File: config.mk
export PLATFORM = sky130hd
export DESIGN_NAME = conv_1x1_core
export DESIGN_NICKNAME = d
export VERILOG_FILES = /design/src/conv_pkg.sv /design/src/cnn_fifo_delay.sv /design/src/conv_1x1_buffer_weights.sv /design/src/conv_1x1_weight_bank.sv /design/src/conv_1x1_pe.sv /design/src/conv_1x1_core.sv
export SDC_FILE = /design/constraint.sdc
export NUM_CORES = 2
export LEC_CHECK = 0
export ABC_CLOCK_PERIOD_IN_PS = 10650
export BUFFER_PORTS_ARGS = -buffer_cell sky130_fd_sc_hd__buf_2
export CORE_MARGIN = 4
export CORE_UTILIZATION = 45
export DETAILED_ROUTE_END_ITERATION = 12
export GPL_ROUTABILITY_DRIVEN = 1
export MAX_ROUTING_LAYER = met4
export PLACE_DENSITY = 0.68
export SETUP_SLACK_MARGIN = 0.05
export SYNTH_ARGS = -nofsm -noshare
export SYNTH_HDL_FRONTEND = slang
export SYNTH_HIERARCHICAL = 1
export SYNTH_SLANG_ARGS = --single-unit
File: constraint.sdc
create_clock -name clk -period 10.65 [get_ports clk]
set_input_delay 3.195 -clock clk [delete_from_list [all_inputs] [get_ports clk]]
set_output_delay 3.195 -clock clk [all_outputs]
set_load 0.1 [all_outputs]
File: src/conv_pkg.sv
`default_nettype none

package conv_pkg;

	////////////////////
	// Widths

	// One weight or one pixel channel value
	localparam int data_width = 16;

	// Sum of two 16x16 products fits in 34 bits
	localparam int acc_width = 34;

	////////////////////
	// Layer shape

	localparam int in_ch  = 2;
	localparam int out_ch = 2;

	// 2x2x1x1 kernel
	localparam int weight_num = in_ch * out_ch;

	// log2 of weight_num, used by the delay FIFO
	localparam int pointer_width = 2;

	////////////////////
	// Data types

	// Signed fixed point word
	typedef logic signed [data_width-1:0] data_t;

	// Channel 0 in the low word
	typedef data_t [in_ch-1:0] pixel_t;

	// Index is out channel * in_ch + in channel
	typedef data_t [weight_num-1:0] weight_set_t;

	// One result word per output channel
	typedef logic [out_ch-1:0][acc_width-1:0] result_t;

endpackage

`default_nettype wire

File: src/cnn_fifo_delay.sv
`timescale 1ns/100ps
`default_nettype none

module cnn_fifo_delay
	import conv_pkg::*;
(
	input  logic  clk,
	input  logic  reset,
	input  logic  write,
	input  logic  read,
	input  data_t data_in,
	output data_t data_out,
	output logic  full,
	output logic  empty
);

	////////////////////
	// Storage and pointers

	// Circular buffer, one entry per weight
	data_t mem [weight_num];

	logic [pointer_width-1:0] wr_ptr;
	logic [pointer_width-1:0] rd_ptr;

	// One extra bit so a full buffer differs from an empty one
	logic [pointer_width:0] count;

	logic do_write;
	logic do_read;

	// Write on full and read on empty are dropped
	assign do_write = write & ~full;
	assign do_read  = read & ~empty;

	assign full  = (count == (pointer_width + 1)'(weight_num));
	assign empty = (count == '0);

	////////////////////
	// Control

	always_ff @(posedge clk) begin
		if (reset) begin
			wr_ptr <= '0;
			rd_ptr <= '0;
			count  <= '0;
		end else begin
			if (do_write) begin
				wr_ptr <= wr_ptr + 1'b1;
			end
			if (do_read) begin
				rd_ptr <= rd_ptr + 1'b1;
			end
			// Simultaneous push and pop leave count alone
			case ({do_write, do_read})
				2'b10: count <= count + 1'b1;
				2'b01: count <= count - 1'b1;
				default: count <= count;
			endcase
		end
	end

	////////////////////
	// Data path

	always_ff @(posedge clk) begin
		if (do_write) begin
			mem[wr_ptr] <= data_in;
		end
		// Registered read port, word shows up the cycle after the pop
		if (do_read) begin
			data_out <= mem[rd_ptr];
		end
	end

endmodule

`default_nettype wire

File: src/conv_1x1_buffer_weights.sv
`timescale 1ns/100ps
`default_nettype none

module conv_1x1_buffer_weights
	import conv_pkg::*;
(
	input  logic  clk,
	input  logic  reset,
	input  logic  valid_in,
	input  data_t in,
	input  logic  load_weights,
	output data_t out_buffer_weight,
	output logic  full,
	output logic  valid_out
);

	////////////////////
	// Input register stage

	data_t in_reg;
	logic  in_valid_reg;

	always_ff @(posedge clk) begin
		if (reset) begin
			in_valid_reg <= 1'b0;
		end else begin
			in_valid_reg <= valid_in;
		end
	end

	always_ff @(posedge clk) begin
		in_reg <= in;
	end

	////////////////////
	// Delay FIFO

	// Registered weight goes straight in, bank pops it
	cnn_fifo_delay i_fifo (
		.clk      (clk),
		.reset    (reset),
		.write    (in_valid_reg),
		.read     (load_weights),
		.data_in  (in_reg),
		.data_out (out_buffer_weight),
		.full     (full),
		.empty    ()
	);

	// Sticky once the first pop has happened
	always_ff @(posedge clk) begin
		if (reset) begin
			valid_out <= 1'b0;
		end else if (load_weights) begin
			valid_out <= 1'b1;
		end
	end

endmodule

`default_nettype wire

File: src/conv_1x1_weight_bank.sv
`timescale 1ns/100ps
`default_nettype none

module conv_1x1_weight_bank
	import conv_pkg::*;
(
	input  logic        clk,
	input  logic        reset,
	input  data_t       buf_data,
	input  logic        buf_full,
	output logic        load_weights,
	output weight_set_t weights,
	output logic        weights_ready
);

	localparam logic [pointer_width-1:0] last_idx = pointer_width'(weight_num - 1);

	////////////////////
	// Read burst

	// High for the remaining cycles of a burst
	logic busy;
	logic reading;

	// Index of the word being popped this cycle
	logic [pointer_width-1:0] rd_cnt;

	// Popped word lands on buf_data one cycle later
	logic                     cap_valid;
	logic [pointer_width-1:0] cap_idx;

	logic commit;

	// Burst starts in the same cycle full is seen
	assign reading      = busy | buf_full;
	assign load_weights = reading;

	always_ff @(posedge clk) begin
		if (reset) begin
			busy      <= 1'b0;
			rd_cnt    <= '0;
			cap_valid <= 1'b0;
			cap_idx   <= '0;
		end else begin
			cap_valid <= reading;
			cap_idx   <= rd_cnt;
			if (reading) begin
				// Counter wraps back to 0 after the last pop
				rd_cnt <= rd_cnt + 1'b1;
				busy   <= (rd_cnt != last_idx);
			end
		end
	end

	////////////////////
	// Shadow and active sets

	weight_set_t shadow;
	weight_set_t shadow_next;

	// Shadow with the word arriving this cycle merged in
	always_comb begin
		shadow_next = shadow;
		if (cap_valid) begin
			shadow_next[cap_idx] = buf_data;
		end
	end

	// Last word of the burst completes the set
	assign commit = cap_valid & (cap_idx == last_idx);

	always_ff @(posedge clk) begin
		if (cap_valid) begin
			shadow <= shadow_next;
		end
		// Whole set swaps in one edge, PEs never see a partial reload
		if (commit) begin
			weights <= shadow_next;
		end
	end

	always_ff @(posedge clk) begin
		if (reset) begin
			weights_ready <= 1'b0;
		end else if (commit) begin
			weights_ready <= 1'b1;
		end
	end

endmodule

`default_nettype wire

File: src/conv_1x1_pe.sv
`timescale 1ns/100ps
`default_nettype none

module conv_1x1_pe
	import conv_pkg::*;
#(
	// Output channel served by this PE
	parameter int channel = 0
) (
	input  logic                        clk,
	input  logic                        reset,
	input  logic                        pixel_valid,
	input  pixel_t                      pixel_in,
	input  weight_set_t                 weights,
	input  logic                        weights_ready,
	output logic signed [acc_width-1:0] result,
	output logic                        result_valid
);

	////////////////////
	// Stage 1 products

	logic signed [2*data_width-1:0] prod [in_ch];
	logic                           prod_valid;
	logic                           accept;

	// Pixels before the first weight set are dropped
	assign accept = pixel_valid & weights_ready;

	always_ff @(posedge clk) begin
		if (reset) begin
			prod_valid <= 1'b0;
		end else begin
			prod_valid <= accept;
		end
	end

	always_ff @(posedge clk) begin
		if (accept) begin
			for (int i = 0; i < in_ch; i++) begin
				// Weight index out channel * in_ch + in channel
				// Both factors sign extended to the product width
				prod[i] <= (2*data_width)'(pixel_in[i])
					* (2*data_width)'(weights[channel*in_ch + i]);
			end
		end
	end

	////////////////////
	// Stage 2 sum

	logic signed [acc_width-1:0] sum;

	// Products sign extended to full width before adding
	always_comb begin
		sum = '0;
		for (int i = 0; i < in_ch; i++) begin
			sum = sum + acc_width'(prod[i]);
		end
	end

	always_ff @(posedge clk) begin
		if (reset) begin
			result_valid <= 1'b0;
		end else begin
			result_valid <= prod_valid;
		end
	end

	always_ff @(posedge clk) begin
		if (prod_valid) begin
			result <= sum;
		end
	end

endmodule

`default_nettype wire

File: src/conv_1x1_core.sv
`timescale 1ns/100ps
`default_nettype none

module conv_1x1_core
	import conv_pkg::*;
(
	input  logic    clk,
	input  logic    reset,
	input  logic    weight_valid,
	input  data_t   weight_in,
	input  logic    pixel_valid,
	input  pixel_t  pixel_in,
	output logic    weights_ready,
	output logic    result_valid,
	output result_t result_out
);

	////////////////////
	// Internal wires

	// Buffer to bank
	data_t buf_data;
	logic  buf_full;

	// Bank back to buffer
	logic load_weights;

	// Bank to both PEs
	weight_set_t weights;

	// One word per output channel
	logic signed [acc_width-1:0] pe_result_0;
	logic signed [acc_width-1:0] pe_result_1;

	////////////////////
	// Weight load path

	conv_1x1_buffer_weights i_buffer_weights (
		.clk               (clk),
		.reset             (reset),
		.valid_in          (weight_valid),
		.in                (weight_in),
		.load_weights      (load_weights),
		.out_buffer_weight (buf_data),
		.full              (buf_full),
		.valid_out         ()
	);

	conv_1x1_weight_bank i_weight_bank (
		.clk           (clk),
		.reset         (reset),
		.buf_data      (buf_data),
		.buf_full      (buf_full),
		.load_weights  (load_weights),
		.weights       (weights),
		.weights_ready (weights_ready)
	);

	////////////////////
	// Compute path

	// Both PEs run in lockstep, so channel 0 valid covers both
	conv_1x1_pe #(
		.channel (0)
	) i_pe_0 (
		.clk           (clk),
		.reset         (reset),
		.pixel_valid   (pixel_valid),
		.pixel_in      (pixel_in),
		.weights       (weights),
		.weights_ready (weights_ready),
		.result        (pe_result_0),
		.result_valid  (result_valid)
	);

	conv_1x1_pe #(
		.channel (1)
	) i_pe_1 (
		.clk           (clk),
		.reset         (reset),
		.pixel_valid   (pixel_valid),
		.pixel_in      (pixel_in),
		.weights       (weights),
		.weights_ready (weights_ready),
		.result        (pe_result_1),
		.result_valid  ()
	);

	// Channel 0 in the low word
	assign result_out = {pe_result_1, pe_result_0};

endmodule

`default_nettype wire

=== Yosys cells after proc, flatten, opt, wreduce, memory -nomap -nowiden ===
Memory sizes are Yosys's and may differ from the RTL's. A register that Yosys moved wholly into a read port is not among the register bits.
Cells that the tools add are included.

* Add/subtract/negate cells: 7
* Multiply operators: 4
* Magnitude comparators: 2
* Equal/unequal tests: 5
* Muxes and demuxes: 9
* Bitwise gates (word level): 7
* Reduce and logical (&&, ||, !) cells: 3

{| class="wikitable"
|+ Operators with widths
! kind !! number
|-
| $mul 16x16->32 || 4
|-
| $add 32x32->33 || 2
|-
| $bwmux 64 || 1
|-
| $mux 64 || 1
|-
| $demux 16 s2 || 1
|-
| $mux 16 || 1
|-
| $add 2x1->2 const B || 3
|-
| $pmux 3 s2 || 1
|-
| $and 1x1->1 || 4
|-
| $eq 2x2->1 const B || 2
|-
| $mux 1 || 4
|-
| $add 3x1->3 const B || 1
|-
| $eq 3x3->1 const B || 1
|-
| $logic_not 3->1 || 1
|-
| $lt 2x3->1 const B || 1
|-
| $sub 3x1->3 const B || 1
|-
| $eq 2x1->1 const B || 1
|-
| $ge 2x1->1 const B || 1
|-
| $ne 2x2->1 const B || 1
|-
| $not 1->1 || 2
|-
| $reduce_bool 2->1 || 1
|-
| $logic_and 1x1->1 || 1
|-
| $or 1x1->1 || 1
|}

* Bits in registers: 229
* RAM bits: 192
* Input bits: 52
* Output and inout bits: 70
* Memories: 3

{| class="wikitable"
|+ Memories
! name !! words !! width !! rd ports !! clocked after memory_dff !! wr ports !! RTL line !! text
|-
| i_buffer_weights.i_fifo.mem || 4 || 16 || 1 || 1 || 1 || cnn_fifo_delay.sv:21 || <nowiki>data_t mem [weight_num];</nowiki>
|-
| i_pe_0.prod || 2 || 32 || 2 || 0 || 2 || conv_1x1_pe.sv:23 || <nowiki>logic signed [2*data_width-1:0] prod [in_ch];</nowiki>
|-
| i_pe_1.prod || 2 || 32 || 2 || 0 || 2 || conv_1x1_pe.sv:23 ||
|}

=== Longest topological paths before layout ===
* Depth after elaboration: 6
* Mapped depth: 25
* Mapped depth without buffers: 24

=== By module ===
Netlist, hierarchy kept.

{| class="wikitable"
|+ Modules (own cells, without submodules)
! module !! times used !! cells an instance !! area an instance (um^2)
|-
| conv_1x1_pe at i_pe_0 || 1 || 2527 || 24354.6
|-
| conv_1x1_pe at i_pe_1 || 1 || 2516 || 24304.6
|-
| conv_1x1_weight_bank || 1 || 223 || 4887.2
|-
| cnn_fifo_delay || 1 || 150 || 3269.4
|-
| conv_1x1_buffer_weights || 1 || 20 || 376.6
|}

=== Least setup slack after synthesis ===
No wires, ideal clock.

* Kind: in2reg
* From: in pixel_in[15] in the netlist's numbering
* To: mem i_pe_1/prod[0][30] in the netlist's numbering (data pin)
* Data arrival time: 8.801 ns
* Data required time: 10.396 ns
* Path slack: 1.595 ns
* Cell stages on the path: 21
* Path buffers: 1
* Path through: clkbuf_1 nand2_1 inv_1 fa_1 inv_1 fa_1 fa_1 fa_1 fa_1 fa_1 inv_1 ha_1 a21o_1 a21oi_1 o21bai_1 a221o_1 a31oi_1 o31ai_1 a21o_1 a311o_1 a21o_1

{| class="wikitable"
|+ RTL lines
! item !! RTL line !! text
|-
| start, declared || conv_1x1_core.sv:12 || <nowiki>input pixel_t pixel_in,</nowiki>
|-
| end, declared || conv_1x1_pe.sv:23 ||
|}

==> run metrics <==
Relative slew margins 34.2%; Synthesis Warnings 6; fillers 11400; final worst setup slack roughly 1.2 ns; die width 364 um; total core area 126000 um2; wire per inst around 18 um; routed via count roughly 37000; Setup Fix Bufs, Post-CTS 0; Critical Path Max Stage Delay 0.57 ns; Die ar. between 100000 and 150000 um2; Total GRT Usage about a fifth; final std cells w/o fill 7163; initial antenna violation count 7; area grow syn2layout 6.50%; CTS Buf Count 43; Synth Cell Area around 57000 um2; vias per cell approximately 5.1; most frequent cells in the layout inv_1, fa_1, nand2_1; Critical Path Fanout Max 22; cell mode on critical path fa_1; Final Skew 0.0358 ns; Slew @ Worst Pin approximately 0.99 ns; Setup CP Type in2reg; period utilization about nine tenths; Final Core Density 48.3%; global-route wire length before repair 218 mm; Cell Rows 130; CTS clock-pin slew for the worst setup and hold paths 0.07 ns; hold_buf cts 0; layout cells sized above 1 ~6.2%; area used by multi-input combinational logic approximately 40000 um2; CP max-delay cell o311ai_0; Worst EP arrival a little under 10 ns; final WL ~130 mm; Clock Latency Late Sink between 0.6 and 0.7 ns; # IOs 122; Slew Limit Fails 0; starting density of the core a little under half; worst-path cell chain buf_2 > buf_4 > nand2_1 > fa_1 > inv_1 > fa_1 > inv_1 > fa_1 > inv_1 > fa_1 > fa_1 > inv_1 > fa_1 > inv_1 > ha_1 > a21o_1 > a21oi_1 > o21ai_0 > a221oi_1 > o32ai_1 > o211ai_1 > a21boi_0 > o311ai_0; status finished clean; net count after synthesis a little under 7000; # DRC 0; Hold Path Class reg2reg; WHS roughly 0.48 ns; Final Wtd Congestion 0.931; DP HPWL ~110 mm; CTS tree done; Max Root-Sink Buffers 3; DR iter-0 viols between 2000 and 2500; LEAKAGE ~0.029 uW; Setup violations, final 0; CTS root buf clkbuf_16; final hold vios 0; post-CTS resize count 0; post-place setup slack approximately 0.60 ns; number of max-cap violations 0; Tmin final between 9 and 10 ns; area occupied by registers about 13000 um2; final net count 6974; RSZ-0062 raised after global routing false; Worst VDD drop approximately 250 uV; commonest non-fill, non-tap cell in the layout inv_1; Worst setup SP type input port; vias in the first global route a little under 40000; Congestion Overflow GR 0; die height ~360 um; Detailed Routing Iterations Pass 1 5; setup TNS 0 ns; syn avg cell area ~11 um2; Routed Antenna Nets 0; Worst Path Required between 10 and 15 ns; cell count after synthesis around 5400; Inst Count DP ~7100; fmax ~110 MHz; Cell Pwr Density between 200 and 300 nW/um2; crit end category register; # H-tree levels 2; port bufs 121; largest net degree at the start of global routing between 60 and 70; CTS sink cnt between 400 and 500
## worst max-delay path: cells and delay by family
family,cells,cell delay (ns)
adders and majority gates,7,3.37
AOI/OAI and AO/OA,8,2.12
buffers and inverters,7,0.98
and+or+nand+nor,1,0.10
## metal layers
metal	GRT usage, %	up-vias	wire [um]
li1	-	16800	-
met1	29.3	18800	58400
met2	34.5	1011	63400
met3	2.81	187	7690
met4	4.22	0	2800
met5	-	-	0
## final cells by class
cell class / count / share of cell area [%]
well taps: 1650 / 3.39
flip-flops and latches: 436 / 21.0
clock buffers: 53 / 1.90
inverters: 1260 / 7.77
repair buffers: 146 / 1.30
multi-input cells: 3586 / 64.1
diodes: 5 / 0.0206
clock inverters: 27 / 0.508
## worst paths after layout
check	from	endpoint	slack, ns	cells past startpoint
hold / removal	i_buffer_weights/in_reg[0]$_DFF_P_	i_buffer_weights/i_fifo/mem[3][0]$_DFFE_PP_	0.48	0
setup reg to reg	i_weight_bank/weights[7]$_DFFE_PP_	i_pe_0/prod[0][28]$_DFFE_PP_	3.49	21
hold reg to reg	i_buffer_weights/in_reg[0]$_DFF_P_	i_buffer_weights/i_fifo/mem[3][0]$_DFFE_PP_	0.48	0
setup / recovery	pixel_in[6]	i_pe_0/prod[0][28]$_DFFE_PP_	1.18	23
## through the flow
step / area [um2] / total power (uW)
floorplan: 57100 / 11400
global placement: 59400 / 14300
detailed placement: 59400 / 14400
CTS: 60800 / 16200
global route: 60800 / 17700
finish: 60800 / 15900
## power by group
group / internal (uW) / switching, uW / total [uW]
sequential: 2480 / 6.51 / 2490
clock: 864 / 717 / 1580
combinational: 5010 / 6860 / 11900
total: 8350 / 7580 / 15900
Power figures use the tool's default switching activity.
